--- src/pcie_app_pkg.sv ---
// PCIe application shared definitions

package pcie_app_pkg;

  // ------------------------------
  // Widths
  // ------------------------------
  localparam int DATA_W      = 64;
  localparam int KEEP_W      = DATA_W / 8;
  localparam int REG_ADDR_W  = 10;
  localparam int USER_ADDR_W = 9;

  // Read-only ID at register address 0
  localparam logic [31:0] DESIGN_ID = 32'hA5E0_0101;

  // ------------------------------
  // TLP fmt/type codes
  // ------------------------------
  localparam logic [7:0] FMT_TYPE_MRD32 = 8'h00;
  localparam logic [7:0] FMT_TYPE_MWR32 = 8'h40;
  localparam logic [7:0] FMT_TYPE_CPLD  = 8'h4A;

  // One rx beat, seen either as the request header or as address plus data
  typedef union packed {
    struct packed {
      logic [15:0] rid;
      logic [7:0]  tag;
      logic [3:0]  last_be;
      logic [3:0]  first_be;
      logic [7:0]  fmt_type;
      logic        rsvd0;
      logic [2:0]  tc;
      logic [3:0]  rsvd1;
      logic        td;
      logic        ep;
      logic [1:0]  attr;
      logic [1:0]  rsvd2;
      logic [9:0]  length;
    } hdr;
    struct packed {
      logic [31:0] data;
      logic [29:0] addr;
      logic [1:0]  addr_rsvd;
    } ad;
  } tlp_beat_u;

  // TLP payload is big-endian per dword
  function automatic logic [31:0] dw_swap(input logic [31:0] dw);
    return {dw[7:0], dw[15:8], dw[23:16], dw[31:24]};
  endfunction

endpackage

--- src/pcie_rx_engine.sv ---
// PCIe request receive engine

`timescale 1ns/100ps

module pcie_rx_engine
  import pcie_app_pkg::*;
(
  input  logic                  pcie_core_clk_i,
  input  logic                  rst_n_i,
  // AXI-Stream rx from the core
  input  logic [DATA_W-1:0]     m_axis_rx_tdata_i,
  input  logic                  m_axis_rx_tlast_i,
  input  logic                  m_axis_rx_tvalid_i,
  output logic                  m_axis_rx_tready_o,
  // Register file
  output logic [REG_ADDR_W-1:0] reg_addr_o,
  output logic [31:0]           reg_wdata_o,
  output logic                  reg_wr_o,
  input  logic                  reg_wr_ack_i,
  output logic                  reg_rd_o,
  input  logic                  reg_rd_ack_i,
  input  logic [31:0]           reg_rdata_i,
  // Completion request to tx
  output logic                  req_compl_o,
  input  logic                  compl_done_i,
  output logic [2:0]            req_tc_o,
  output logic [1:0]            req_attr_o,
  output logic [15:0]           req_rid_o,
  output logic [7:0]            req_tag_o,
  output logic [6:0]            req_addr_o,
  output logic [31:0]           cpl_data_o
);

  localparam logic [2:0] ST_IDLE     = 3'd0;
  localparam logic [2:0] ST_HDR      = 3'd1;
  localparam logic [2:0] ST_DISCARD  = 3'd2;
  localparam logic [2:0] ST_WRITE    = 3'd3;
  localparam logic [2:0] ST_READ     = 3'd4;
  localparam logic [2:0] ST_CPL_WAIT = 3'd5;

  logic [2:0] state_q;
  tlp_beat_u  beat;
  logic       beat_ok;
  logic       hdr_supported;
  logic       is_wr_q;

  assign beat    = m_axis_rx_tdata_i;
  assign beat_ok = m_axis_rx_tvalid_i && m_axis_rx_tready_o;

  // Only 3-DW single-dword memory requests
  assign hdr_supported = ((beat.hdr.fmt_type == FMT_TYPE_MRD32) ||
                          (beat.hdr.fmt_type == FMT_TYPE_MWR32)) &&
                         (beat.hdr.length == 10'd1);

  // Accept beats until the access is handed off
  assign m_axis_rx_tready_o = (state_q == ST_IDLE) || (state_q == ST_HDR) ||
                              (state_q == ST_DISCARD);

  // ------------------------------
  // Request FSM
  // ------------------------------
  always_ff @(posedge pcie_core_clk_i or negedge rst_n_i)
  begin
    if (!rst_n_i)
    begin
      state_q     <= ST_IDLE;
      is_wr_q     <= 1'b0;
      reg_wr_o    <= 1'b0;
      reg_rd_o    <= 1'b0;
      req_compl_o <= 1'b0;
    end
    else
    begin
      reg_wr_o <= 1'b0;
      case (state_q)
        ST_IDLE:
          if (beat_ok && !m_axis_rx_tlast_i)
          begin
            if (hdr_supported)
            begin
              state_q <= ST_HDR;
              is_wr_q <= (beat.hdr.fmt_type == FMT_TYPE_MWR32);
            end
            else
              state_q <= ST_DISCARD;
          end
        ST_HDR:
          if (beat_ok)
          begin
            if (is_wr_q)
            begin
              reg_wr_o <= 1'b1;
              state_q  <= ST_WRITE;
            end
            else
            begin
              reg_rd_o <= 1'b1;
              state_q  <= ST_READ;
            end
          end
        ST_DISCARD:
          if (beat_ok && m_axis_rx_tlast_i)
            state_q <= ST_IDLE;
        ST_WRITE:
          if (reg_wr_ack_i)
            state_q <= ST_IDLE;
        ST_READ:
          if (reg_rd_ack_i)
          begin
            reg_rd_o    <= 1'b0;
            req_compl_o <= 1'b1;
            state_q     <= ST_CPL_WAIT;
          end
        ST_CPL_WAIT:
          if (compl_done_i)
          begin
            req_compl_o <= 1'b0;
            state_q     <= ST_IDLE;
          end
        default:
          state_q <= ST_IDLE;
      endcase
    end
  end

  // Header fields, address and data
  always_ff @(posedge pcie_core_clk_i)
  begin
    if (beat_ok && (state_q == ST_IDLE))
    begin
      req_tc_o   <= beat.hdr.tc;
      req_attr_o <= beat.hdr.attr;
      req_rid_o  <= beat.hdr.rid;
      req_tag_o  <= beat.hdr.tag;
    end
    if (beat_ok && (state_q == ST_HDR))
    begin
      reg_addr_o  <= beat.ad.addr[REG_ADDR_W-1:0];
      reg_wdata_o <= dw_swap(beat.ad.data);
      req_addr_o  <= {beat.ad.addr[4:0], 2'b00};
    end
    if ((state_q == ST_READ) && reg_rd_ack_i)
      cpl_data_o <= reg_rdata_i;
  end

  // ------------------------------
  // Checks
  // ------------------------------
  a_no_wr_rd: assert property (@(posedge pcie_core_clk_i) disable iff (!rst_n_i)
    !(reg_wr_o && reg_rd_o));

  // Completion request held until tx reports the last beat
  a_compl_held: assert property (@(posedge pcie_core_clk_i) disable iff (!rst_n_i)
    req_compl_o && !compl_done_i |=> req_compl_o);

endmodule

--- src/pcie_reg_file.sv ---
// PCIe register file and user window

`timescale 1ns/100ps

module pcie_reg_file
  import pcie_app_pkg::*;
#(
  parameter int NUM_REGS = 16
)
(
  input  logic                   pcie_core_clk_i,
  input  logic                   rst_n_i,
  // Rx engine
  input  logic [REG_ADDR_W-1:0]  reg_addr_i,
  input  logic [31:0]            reg_wdata_i,
  input  logic                   reg_wr_i,
  output logic                   reg_wr_ack_o,
  input  logic                   reg_rd_i,
  output logic                   reg_rd_ack_o,
  output logic [31:0]            reg_rdata_o,
  // User bus
  output logic [USER_ADDR_W-1:0] user_addr_o,
  output logic [31:0]            user_data_o,
  output logic                   user_wr_req_o,
  input  logic [31:0]            user_data_i,
  input  logic                   user_rd_ack_i,
  output logic                   user_rd_req_o
);

  logic [31:0] regs_q [1:NUM_REGS-1];
  logic        sel_id;
  logic        sel_scratch;
  logic        sel_user;
  logic        rd_start;
  logic [31:0] local_rdata;

  // ------------------------------
  // Address decode
  // ------------------------------
  assign sel_user    = reg_addr_i[REG_ADDR_W-1];
  assign sel_id      = (reg_addr_i == '0);
  assign sel_scratch = !sel_user && !sel_id && (reg_addr_i < REG_ADDR_W'(NUM_REGS));

  // reg_rd is a level, so start only once per request
  assign rd_start = reg_rd_i && !reg_rd_ack_o && !user_rd_req_o;

  always_comb
  begin
    if (sel_id)
      local_rdata = DESIGN_ID;
    else if (sel_scratch)
      local_rdata = regs_q[reg_addr_i];
    else
      local_rdata = '0;
  end

  // Scratch registers
  always_ff @(posedge pcie_core_clk_i or negedge rst_n_i)
  begin
    if (!rst_n_i)
    begin
      for (int i = 1; i < NUM_REGS; i++)
        regs_q[i] <= '0;
    end
    else if (reg_wr_i && sel_scratch)
      regs_q[reg_addr_i] <= reg_wdata_i;
  end

  // ------------------------------
  // Acks and user requests
  // ------------------------------
  always_ff @(posedge pcie_core_clk_i or negedge rst_n_i)
  begin
    if (!rst_n_i)
    begin
      reg_wr_ack_o  <= 1'b0;
      reg_rd_ack_o  <= 1'b0;
      user_wr_req_o <= 1'b0;
      user_rd_req_o <= 1'b0;
    end
    else
    begin
      reg_wr_ack_o  <= reg_wr_i;
      user_wr_req_o <= reg_wr_i && sel_user;
      reg_rd_ack_o  <= (rd_start && !sel_user) || (user_rd_req_o && user_rd_ack_i);
      if (rd_start && sel_user)
        user_rd_req_o <= 1'b1;
      else if (user_rd_ack_i)
        user_rd_req_o <= 1'b0;
    end
  end

  // Read data and user bus payload
  always_ff @(posedge pcie_core_clk_i)
  begin
    if (rd_start && !sel_user)
      reg_rdata_o <= local_rdata;
    else if (user_rd_req_o && user_rd_ack_i)
      reg_rdata_o <= user_data_i;
    if ((reg_wr_i || rd_start) && sel_user)
      user_addr_o <= reg_addr_i[USER_ADDR_W-1:0];
    if (reg_wr_i && sel_user)
      user_data_o <= reg_wdata_i;
  end

  a_user_excl: assert property (@(posedge pcie_core_clk_i) disable iff (!rst_n_i)
    !(user_wr_req_o && user_rd_req_o));

endmodule

--- src/pcie_tx_engine.sv ---
// PCIe completion transmit engine

`timescale 1ns/100ps

module pcie_tx_engine
  import pcie_app_pkg::*;
(
  input  logic              pcie_core_clk_i,
  input  logic              rst_n_i,
  // AXI-Stream tx to the core
  input  logic              s_axis_tx_tready_i,
  output logic [DATA_W-1:0] s_axis_tx_tdata_o,
  output logic [KEEP_W-1:0] s_axis_tx_tkeep_o,
  output logic              s_axis_tx_tlast_o,
  output logic              s_axis_tx_tvalid_o,
  // Completion request from rx
  input  logic              req_compl_i,
  output logic              compl_done_o,
  input  logic [2:0]        req_tc_i,
  input  logic [1:0]        req_attr_i,
  input  logic [15:0]       req_rid_i,
  input  logic [7:0]        req_tag_i,
  input  logic [6:0]        req_addr_i,
  input  logic [31:0]       cpl_data_i,
  input  logic [15:0]       completer_id_i
);

  localparam logic [1:0] TX_IDLE  = 2'd0;
  localparam logic [1:0] TX_BEAT0 = 2'd1;
  localparam logic [1:0] TX_BEAT1 = 2'd2;

  logic [1:0]  state_q;
  logic [31:0] cpl_dw0;
  logic [31:0] cpl_dw1;
  logic [31:0] cpl_dw2;
  logic        beat_acc;

  // ------------------------------
  // CplD header dwords
  // ------------------------------
  // fmt/type, TC, TD/EP clear, attributes, length 1
  assign cpl_dw0 = {FMT_TYPE_CPLD, 1'b0, req_tc_i, 4'b0000, 2'b00, req_attr_i, 2'b00, 10'd1};
  // Completer ID, successful status, BCM clear, byte count 4
  assign cpl_dw1 = {completer_id_i, 3'b000, 1'b0, 12'd4};
  assign cpl_dw2 = {req_rid_i, req_tag_i, 1'b0, req_addr_i};

  assign s_axis_tx_tvalid_o = (state_q != TX_IDLE);
  assign s_axis_tx_tlast_o  = (state_q == TX_BEAT1);
  assign s_axis_tx_tkeep_o  = '1;

  assign beat_acc     = s_axis_tx_tvalid_o && s_axis_tx_tready_i;
  assign compl_done_o = beat_acc && s_axis_tx_tlast_o;

  // ------------------------------
  // Sender FSM
  // ------------------------------
  always_ff @(posedge pcie_core_clk_i or negedge rst_n_i)
  begin
    if (!rst_n_i)
      state_q <= TX_IDLE;
    else
    begin
      case (state_q)
        TX_IDLE:
          if (req_compl_i)
            state_q <= TX_BEAT0;
        TX_BEAT0:
          if (s_axis_tx_tready_i)
            state_q <= TX_BEAT1;
        TX_BEAT1:
          if (s_axis_tx_tready_i)
            state_q <= TX_IDLE;
        default:
          state_q <= TX_IDLE;
      endcase
    end
  end

  // Beat contents, held while tready is low
  always_ff @(posedge pcie_core_clk_i)
  begin
    if ((state_q == TX_IDLE) && req_compl_i)
      s_axis_tx_tdata_o <= {cpl_dw1, cpl_dw0};
    else if ((state_q == TX_BEAT0) && s_axis_tx_tready_i)
      s_axis_tx_tdata_o <= {dw_swap(cpl_data_i), cpl_dw2};
  end

  a_beat_hold: assert property (@(posedge pcie_core_clk_i) disable iff (!rst_n_i)
    s_axis_tx_tvalid_o && !s_axis_tx_tready_i |=>
      $stable(s_axis_tx_tdata_o) && $stable(s_axis_tx_tlast_o));

endmodule

--- src/pcie_app.sv ---
// PCIe application top

`timescale 1ns/100ps

module pcie_app
  import pcie_app_pkg::*;
#(
  parameter int NUM_REGS = 16
)
(
  input  logic                   pcie_core_clk_i,
  input  logic                   rst_n_i,
  // Tx stream
  input  logic                   s_axis_tx_tready_i,
  output logic [DATA_W-1:0]      s_axis_tx_tdata_o,
  output logic [KEEP_W-1:0]      s_axis_tx_tkeep_o,
  output logic                   s_axis_tx_tlast_o,
  output logic                   s_axis_tx_tvalid_o,
  // Rx stream
  input  logic [DATA_W-1:0]      m_axis_rx_tdata_i,
  input  logic                   m_axis_rx_tlast_i,
  input  logic                   m_axis_rx_tvalid_i,
  output logic                   m_axis_rx_tready_o,
  // Config space
  input  logic [7:0]             cfg_bus_number_i,
  input  logic [4:0]             cfg_device_number_i,
  input  logic [2:0]             cfg_function_number_i,
  // User bus
  output logic [31:0]            user_data_o,
  output logic [USER_ADDR_W-1:0] user_addr_o,
  output logic                   user_wr_req_o,
  input  logic [31:0]            user_data_i,
  input  logic                   user_rd_ack_i,
  output logic                   user_rd_req_o
);

  logic [15:0]           completer_id;
  logic [REG_ADDR_W-1:0] reg_addr;
  logic [31:0]           reg_wdata;
  logic                  reg_wr;
  logic                  reg_wr_ack;
  logic                  reg_rd;
  logic                  reg_rd_ack;
  logic [31:0]           reg_rdata;
  logic                  req_compl;
  logic                  compl_done;
  logic [2:0]            req_tc;
  logic [1:0]            req_attr;
  logic [15:0]           req_rid;
  logic [7:0]            req_tag;
  logic [6:0]            req_addr;
  logic [31:0]           cpl_data;

  // Bus, device, function
  assign completer_id = {cfg_bus_number_i, cfg_device_number_i, cfg_function_number_i};

  // ------------------------------
  // Receive
  // ------------------------------
  pcie_rx_engine rx_engine0 (
    .pcie_core_clk_i    (pcie_core_clk_i),
    .rst_n_i            (rst_n_i),
    .m_axis_rx_tdata_i  (m_axis_rx_tdata_i),
    .m_axis_rx_tlast_i  (m_axis_rx_tlast_i),
    .m_axis_rx_tvalid_i (m_axis_rx_tvalid_i),
    .m_axis_rx_tready_o (m_axis_rx_tready_o),
    .reg_addr_o         (reg_addr),
    .reg_wdata_o        (reg_wdata),
    .reg_wr_o           (reg_wr),
    .reg_wr_ack_i       (reg_wr_ack),
    .reg_rd_o           (reg_rd),
    .reg_rd_ack_i       (reg_rd_ack),
    .reg_rdata_i        (reg_rdata),
    .req_compl_o        (req_compl),
    .compl_done_i       (compl_done),
    .req_tc_o           (req_tc),
    .req_attr_o         (req_attr),
    .req_rid_o          (req_rid),
    .req_tag_o          (req_tag),
    .req_addr_o         (req_addr),
    .cpl_data_o         (cpl_data)
  );

  // Registers and user window
  pcie_reg_file #(
    .NUM_REGS (NUM_REGS)
  ) reg_file0 (
    .pcie_core_clk_i (pcie_core_clk_i),
    .rst_n_i         (rst_n_i),
    .reg_addr_i      (reg_addr),
    .reg_wdata_i     (reg_wdata),
    .reg_wr_i        (reg_wr),
    .reg_wr_ack_o    (reg_wr_ack),
    .reg_rd_i        (reg_rd),
    .reg_rd_ack_o    (reg_rd_ack),
    .reg_rdata_o     (reg_rdata),
    .user_addr_o     (user_addr_o),
    .user_data_o     (user_data_o),
    .user_wr_req_o   (user_wr_req_o),
    .user_data_i     (user_data_i),
    .user_rd_ack_i   (user_rd_ack_i),
    .user_rd_req_o   (user_rd_req_o)
  );

  // ------------------------------
  // Transmit
  // ------------------------------
  pcie_tx_engine tx_engine0 (
    .pcie_core_clk_i    (pcie_core_clk_i),
    .rst_n_i            (rst_n_i),
    .s_axis_tx_tready_i (s_axis_tx_tready_i),
    .s_axis_tx_tdata_o  (s_axis_tx_tdata_o),
    .s_axis_tx_tkeep_o  (s_axis_tx_tkeep_o),
    .s_axis_tx_tlast_o  (s_axis_tx_tlast_o),
    .s_axis_tx_tvalid_o (s_axis_tx_tvalid_o),
    .req_compl_i        (req_compl),
    .compl_done_o       (compl_done),
    .req_tc_i           (req_tc),
    .req_attr_i         (req_attr),
    .req_rid_i          (req_rid),
    .req_tag_i          (req_tag),
    .req_addr_i         (req_addr),
    .cpl_data_i         (cpl_data),
    .completer_id_i     (completer_id)
  );

endmodule

--- config.mk ---
export PLATFORM = sky130hd
export DESIGN_NAME = pcie_app
export DESIGN_NICKNAME = d
export VERILOG_FILES = /design/src/pcie_app_pkg.sv /design/src/pcie_rx_engine.sv /design/src/pcie_reg_file.sv /design/src/pcie_tx_engine.sv /design/src/pcie_app.sv
export SDC_FILE = /design/constraint.sdc
export NUM_CORES = 1
export LEC_CHECK = 0
export ABC_AREA = 1
export BUFFER_PORTS_ARGS = -buffer_cell sky130_fd_sc_hd__buf_2
export CAP_MARGIN = 10
export CORE_UTILIZATION = 36
export DETAILED_ROUTE_END_ITERATION = 8
export PLACE_DENSITY_LB_ADDON = 0.15
export SYNTH_ARGS = -nofsm -noshare
export SYNTH_HDL_FRONTEND = slang
export SYNTH_SLANG_ARGS = --single-unit
--- constraint.sdc ---
create_clock -name pcie_core_clk_i -period 3.5 [get_ports pcie_core_clk_i]
set_input_delay 0.7 -clock pcie_core_clk_i [delete_from_list [all_inputs] [get_ports pcie_core_clk_i]]
set_output_delay 0.7 -clock pcie_core_clk_i [all_outputs]
set_load 0.01 [all_outputs]
==> results.py, run 1 <==
metrics = {
    "run_status": {
        "outcome": "finished clean",
    },
    "worst_setup_path": {
        "critPathKind": "flop to flop",
        "critPathLaunchType": "flop",
        "worstPathRequired_ns": 3.97,
        "critical_path_arrival_ns": 3.40,
        "worstSetupEndpointType": "flop",
        "crit_path_max_fanout": 64,
    },
    "grt": {
        "antenna_found_initial": 2,
        "first_global_vias": 22100,
        "grt_use_total_pct": 21.6,
        "grt_overflow": 0,
        "grt_pass1_wl_um": 139000,
        "grt_max_degree": 122,
    },
    "sta": {
        "slew_violations": 0,
        "fin_setup_tns_ns": 0,
        "fin_crit_ns": 2.93,
        "slew_headroom_pct": 32.6,
        "skew_ns": 0.0264,
        "worst_slack_ns": 0.568,
        "fmax_mhz": 341,
        "setup_viol": 0,
        "worstMarginPinSlew_ns": 1.01,
        "post-route-period-util_pct": 83.8,
        "rsz0062_at_grt": "no",
        "hold_violations": 0,
    },
    "logic_synthesis": {
        "syn_area_per_cell_um2": 9.35,
        "synth_top_area_cell": "dfrtp_1",
        "synth.most_common_cell": "nand2_1",
        "yosysUniqueCellTypes": 35,
        "synthArstFlopShare_pct": 67.4,
        "synth-edff-count": 197,
        "synth_top_area_share_pct": 41.2,
        "synthCells": 3203,
        "seq_area_frac_synth_pct": 63.7,
        "ys_ff_latch": 731,
        "netlist_top_cells_count": "nand2_1, dfrtp_1, nor2_1",
        "synth_ff_type": "dfrtp_1",
        "syn_area_um2": 29900,
        "ys.warnings.count": 0,
        "synth_area_leaders": "dfrtp_1, edfxtp_1, nand2_1, nor2_1, o21ai_1",
    },
    "clock_network": {
        "clock_latency_ns": 0.64,
        "cts.path.max_buffers": 3,
        "cts_made_buffers": 82,
        "cts_tree": "yes",
        "cts_max_level": 3,
        "clk_pin_slew_ns": 0.06,
        "root_buffer": "clkbuf_16",
        "cts.sinks": 731,
    },
    "routing": {
        "vias": 22200,
        "wl_per_cell_um": 19.9,
        "drt_iter0_drc": 1827,
        "route.final.wire_length_um": 89600,
        "drt-vias-per-instance": 4.94,
        "ant_nets": 0,
        "drc": 0,
        "dr.pass1.iters": 7,
    },
    "final_layout": {
        "area_growth_pct": 16.4,
        "fin_nets": 3484,
        "diodes": 0,
        "drive_above_1_share_pct": 13.0,
    },
    "pwr": {
        "intPower_mw": 15.3,
        "power.leakage_nw": 16.0,
        "seq_power_share_pct": 46.5,
        "p_comb_share_pct": 14.6,
        "ir_drop_mv": 0.346,
        "power.switching_mw": 6.07,
        "p_clk_share_pct": 38.9,
        "power_density_nw_per_um2": 613,
        "switching_share_pct": 28.4,
    },
    "place": {
        "port_buffers": 218,
        "pre_cts_ws_ns": 0.596,
        "gp_congestion": 0.797,
        "place_hpwl_um": 54600,
    },
    "flow_run": {
        "maxCapViolCount": 0,
    },
    "floorplanning": {
        "coreArea_um2": 82200,
        "die_h_um": 290,
        "die_width_um": 290,
        "initial_core_util_pct": 36.4,
        "fp.dieArea_um2": 84300,
        "ios": 236,
        "num_rows": 105,
    },
    "hold_path": {
        "holdCritPathClass": "primary input to flop",
    },
}
## worst max-delay path, stage by stage (launching register included)
cell,delay (ns)
edfxtp_1,0.42
nor2_1,0.14
nand3_1,0.34
nor3b_4,0.28
buf_4,0.37
nand3_4,0.79
nand2_1,0.28
o21ai_1,0.10
## kinds of logic (layout without fill, tap and decap cells)
kind of cell           after synthesis  in the layout  synth area share [%]
other                                2             10                0.0251
AOI/OAI and AO/OA                  719            719                  12.9
buffers and inverters              347            567                  4.89
DFF                                731            731                  63.7
and+or+nand+nor                   1404           1404                  18.5
## per-stage QoR
| step | utilization [%] | total power [mW] | instances | hold WS [ns] | instance area (um^2) |
|---|---|---|---|---|---|
| finish | 42.4 | 21.4 | 4501 | 0.235 | 34900 |
| global route | 42.4 | 22.3 | 4501 | 0.215 | 34900 |
| CTS | 42.4 | 21.7 | 4501 | 0.196 | 34900 |
| detailed placement | 39.2 | 13.3 | 4351 | 0.405 | 32300 |
| global placement | 39.2 | 13.3 | 4351 | 0.400 | 32300 |
| floorplan | - | 11.8 | 3211 | 0.375 | 30000 |
## final timing paths
check | startpoint | to | slack [ns] | depth (start not counted)
setup / recovery | rx_engine0.reg_addr_o[4] | reg_file0.regs_q[473] | 0.57 | 7
hold / removal | m_axis_rx_tdata_i[22] | rx_engine0.req_tc_o[2] | 0.23 | 1
setup reg to reg | rx_engine0.reg_addr_o[4] | reg_file0.regs_q[473] | 0.57 | 7
hold reg to reg | reg_file0.reg_rdata_o[24] | rx_engine0.cpl_data_o[24] | 0.42 | 0
max in group asynchronous | rst_n_i | reg_file0.regs_q[30] | 1.98 | 3
min in group asynchronous | rst_n_i | reg_file0.regs_q[364] | 0.52 | 2
## state kept, by name, summed over array words and instances, names as in the netlist, 3 cells and up
| signal | cells |
|---|---|
| reg_file0.regs_q | 480 |
| tx_engine0.s_axis_tx_tdata_o | 62 |
| reg_file0.reg_rdata_o | 32 |
| reg_file0.user_data_o | 32 |
| rx_engine0.cpl_data_o | 32 |
| rx_engine0.reg_wdata_o | 32 |
| rx_engine0.req_rid_o | 16 |
| rx_engine0.reg_addr_o | 10 |
| reg_file0.user_addr_o | 9 |
| rx_engine0.req_tag_o | 8 |
| rx_engine0.req_tc_o | 3 |
| rx_engine0.state_q | 3 |
## area by class of cell
| cell class | count | area [um^2] |
|---|---|---|
| fill | 8234 | 47400 |
| sequential | 731 | 19100 |
| multi-input combinational | 2133 | 9510 |
| clock buffer | 111 | 2270 |
| timing repair buffer | 288 | 1850 |
| tap | 1070 | 1340 |
| inverter | 130 | 488 |
| clock inverter | 38 | 325 |
## power groups by stage
stage / clock (mW) / sequential (mW) / combinational, mW
after floorplan: 0 / 10.2 / 1.56
after global placement: 0 / 10.1 / 3.20
after detailed placement: 0 / 10.1 / 3.19
after CTS: 8.53 / 9.96 / 3.20
after global routing: 8.85 / 10.0 / 3.49
final: 8.31 / 9.95 / 3.13
## cell usage in the layout (no fill, tap or decap), types with 3 or more instances in the layout
master	synthesis	routed
nand3_1	11	11
nand3b_1	5	5
clkinv_2	0	16
nor2_2	5	3
clkbuf_8	0	9
buf_2	63	217
inv_1	124	123
or2_2	6	6
nor2_1	475	471
o21ai_0	237	237
nand3_2	5	5
edfxtp_1	197	197
clkinv_1	3	14
dfrtp_1	493	493
buf_12	0	18
nor2_4	0	6
nand3_4	10	10
o22a_1	4	4
o22ai_1	75	75
nand2_4	1	4
o21ai_1	320	320
clkinvlp_4	0	3
inv_2	3	4
clkbuf_1	125	19
buf_4	12	51
a21oi_1	41	41
dfxtp_1	41	41
clkbuf_16	0	83
nand2_1	878	875
a22o_1	40	40
conb_1	2	10
## routing by layer
layer	GRT usage, %	up-vias	part of all wire [%]
li1	-	10800	-
met5	0	-	0
met3	3.42	132	5.1
met1	29.4	10800	45
met2	34.9	519	47
met4	7.43	0	2.9
## repair_timing
item | in CTS | in global routing
setup buffers | 0 | 0
gates resized for setup | 0 | 0
hold buffers | 1 | 0
endpoints found under the hold margin | 15 | 0
Power figures use the tool's default switching activity.
==> inputs of run 2 (changes only) <==
==> constraint.sdc (replaced) <==
create_clock -name pcie_core_clk_i -period 2.6 [get_ports pcie_core_clk_i]
set_input_delay 0.52 -clock pcie_core_clk_i [delete_from_list [all_inputs] [get_ports pcie_core_clk_i]]
set_output_delay 0.52 -clock pcie_core_clk_i [all_outputs]
set_load 0.01 [all_outputs]
==> run 2 against run 1 <==
  * Non-clock buffer count is 39 higher
  * Combinational power is 39% higher
  * Flip-flop and latch count stayed put
  * Power is 36% higher
  * Global-route usage is 0.083 points lower
  * Register-to-register slack worse by 0.40 ns
  * Wire length hardly changed
  * Maximum frequency is 20% higher
  * Hold slack worse by 0.18 ns
  * First-iteration DRC count is 6.2% lower
  * Setup slack worse by 0.40 ns
  * Critical endpoint is now reg_file0.regs_q[191]
==> results.py, run 2 (same netlist as run 1, synthesis figures left out) <==
metrics = {
    "routing": {
        "drc": 0,
        "route.final.wire_length_um": 89500,
        "dr.pass1.iters": 5,
        "ant_nets": 0,
        "wl_per_cell_um": 19.7,
        "drt-vias-per-instance": 4.92,
        "vias": 22300,
        "drt_iter0_drc": 1713,
    },
    "pwr": {
        "ir_drop_mv": 0.543,
        "power_density_nw_per_um2": 825,
        "power.leakage_nw": 16.3,
    },
    "grt": {
        "antenna_found_initial": 2,
        "grt_pass1_wl_um": 139000,
        "grt_use_total_pct": 21.5,
        "grt_overflow": 0,
        "first_global_vias": 22000,
        "grt_max_degree": 87,
    },
    "final_layout": {
        "utilization_pct": 43.0,
        "area_growth_pct": 18.1,
        "fillers": 8175,
        "fin_cells": 4538,
        "regMostFlops": "reg_file0.regs_q",
        "seqCellArea_um2": 19100,
        "fin_nets": 3521,
        "diodes": 0,
        "reg_top3": "reg_file0.regs_q: 480 flops, tx_engine0.s_axis_tx_tdata_o: 62 flops",
        "largest_reg_flops": 480,
        "final_common_cell": "nand2_1",
        "drive_above_1_share_pct": 14.0,
        "multiInputGateArea_um2": 9510,
        "mostFrequentLayoutCells": "nand2_1, dfrtp_1, nor2_1",
    },
    "place": {
        "port_buffers": 218,
        "place_hpwl_um": 56400,
        "gp_congestion": 0.769,
        "dp_cells": 4390,
    },
    "worst_setup_path": {
        "crit-reg2reg-launch": "rx_engine0.reg_addr_o[4]",
        "startpoint": "rx_engine0.reg_addr_o[4]",
        "worstSetupEndpointType": "flop",
        "critical_path_arrival_ns": 2.94,
        "r2r_cells": 8,
        "crit_top_cell": "buf_12",
        "slowest_delay_ns": 0.44,
        "r2r_slack_ns": 0.16,
        "worstPathRequired_ns": 3.10,
        "crit_path_max_fanout": 26,
        "worstPathCellList": "nor2_1 > nand3_1 > nor3b_4 > buf_12 > nand3_4 > buf_12 > nand2_1 > o21ai_1",
        "slowest_stage": "edfxtp_1",
        "critPathKind": "flop to flop",
        "reg2reg_to": "reg_file0.regs_q[191]",
        "cp-endpoint": "reg_file0.regs_q[191]",
        "critPathLaunchType": "flop",
    },
    "clock_network": {
        "cts_setup_buffers": 0,
        "clk_pin_slew_ns": 0.06,
        "cts_tree": "yes",
        "ctsHoldBuffers": 1,
        "root_buffer": "clkbuf_16",
        "cts_resized": 0,
        "cts_max_level": 3,
        "cts_made_buffers": 80,
        "cts.sinks": 731,
        "clock_latency_ns": 0.64,
        "cts.path.max_buffers": 3,
    },
    "sta": {
        "setup_viol": 0,
        "fin_setup_tns_ns": 0,
        "post-route-period-util_pct": 93.7,
        "fin_crit_ns": 2.44,
        "hold_ws_ns": 0.0552,
        "slew_violations": 0,
        "hold_violations": 0,
        "worstMarginPinSlew_ns": 0.738,
        "skew_ns": 0.0227,
        "fmax_mhz": 410,
        "rsz0062_at_grt": "no",
        "slew_headroom_pct": 50.8,
    },
    "floorplanning": {
        "coreArea_um2": 82200,
        "ios": 236,
        "die_h_um": 290,
        "die_width_um": 290,
        "initial_core_util_pct": 36.4,
        "num_rows": 105,
        "fp.dieArea_um2": 84300,
    },
    "hold_path": {
        "hp-start": "m_axis_rx_tdata_i[13]",
        "holdCritPathClass": "primary input to flop",
    },
    "run_status": {
        "outcome": "finished clean",
    },
    "flow_run": {
        "maxCapViolCount": 0,
    },
}
-- run 2: changes by cell type in the layout (fill, tap and decap cells not counted), sizes merged --
| cell | delta |
|---|---|
| buf | +39 |
| bufinv | +3 |
| clkbuf | -2 |
| clkinv | -6 |
| clkinvlp | +1 |
| inv | +2 |
-- run 2: layout make-up --
class	count	share of cell area, %
clock buffer	109	6.31
clock inverter	38	1.18
inverter	130	1.38
multi-input combinational	2133	26.9
sequential	731	53.9
tap	1070	3.78
timing repair buffer	327	6.56
-- run 2: worst min path at each step --
stage                                           end  slack [ns]  depth (start not counted)
after global placement     rx_engine0.cpl_data_o[3]        0.40                          0
after floorplan              reg_file0.reg_rd_ack_o        0.22                          0
after detailed placement  rx_engine0.cpl_data_o[28]        0.41                          0
after global routing       rx_engine0.req_attr_o[1]        0.04                          1
after CTS                    rx_engine0.req_tc_o[2]        0.02                          1
final                      rx_engine0.req_attr_o[1]        0.06                          1
-- run 2: routing by layer --
metal  vias to the layer above  track usage (%)  wire length [um]
li1                      10900                -                 -
met5                         -                0                 0
met1                     10900             29.8             41600
met3                        76             2.54              3610
met2                       455             35.8             42700
met4                         0             5.39              1520
-- run 2: critical path: cells and delay by family, from the launching register on --
| family | cells | cell delay (ns) |
|---|---|---|
| AOI/OAI and AO/OA | 1 | 0.06 |
| buffers and inverters | 2 | 0.55 |
| DFF | 1 | 0.44 |
| and+or+nand+nor | 5 | 1.21 |
-- run 2: report_power, final --
part	leakage (nW)	switching [mW]	total, mW	internal [mW]
Combinational	5.96	2.97	4.35	1.38
Clock	1.29	4.83	11.4	6.59
Sequential	9.04	0.399	13.4	13.0
Total	16.3	8.20	29.2	21.0
-- run 2: stage by stage --
| stage | cell area (um^2) | setup slack [ns] | power (mW) |
|---|---|---|---|
| 2_1_floorplan | 30000 | 0.0424 | 15.8 |
| 3_3_place_gp | 32700 | 0.172 | 18.1 |
| 3_5_place_dp | 32700 | 0.129 | 18.1 |
| 4_1_cts | 35400 | 0.121 | 29.6 |
| 5_1_grt | 35400 | 0.00552 | 30.5 |
| 6_report | 35400 | 0.163 | 29.2 |
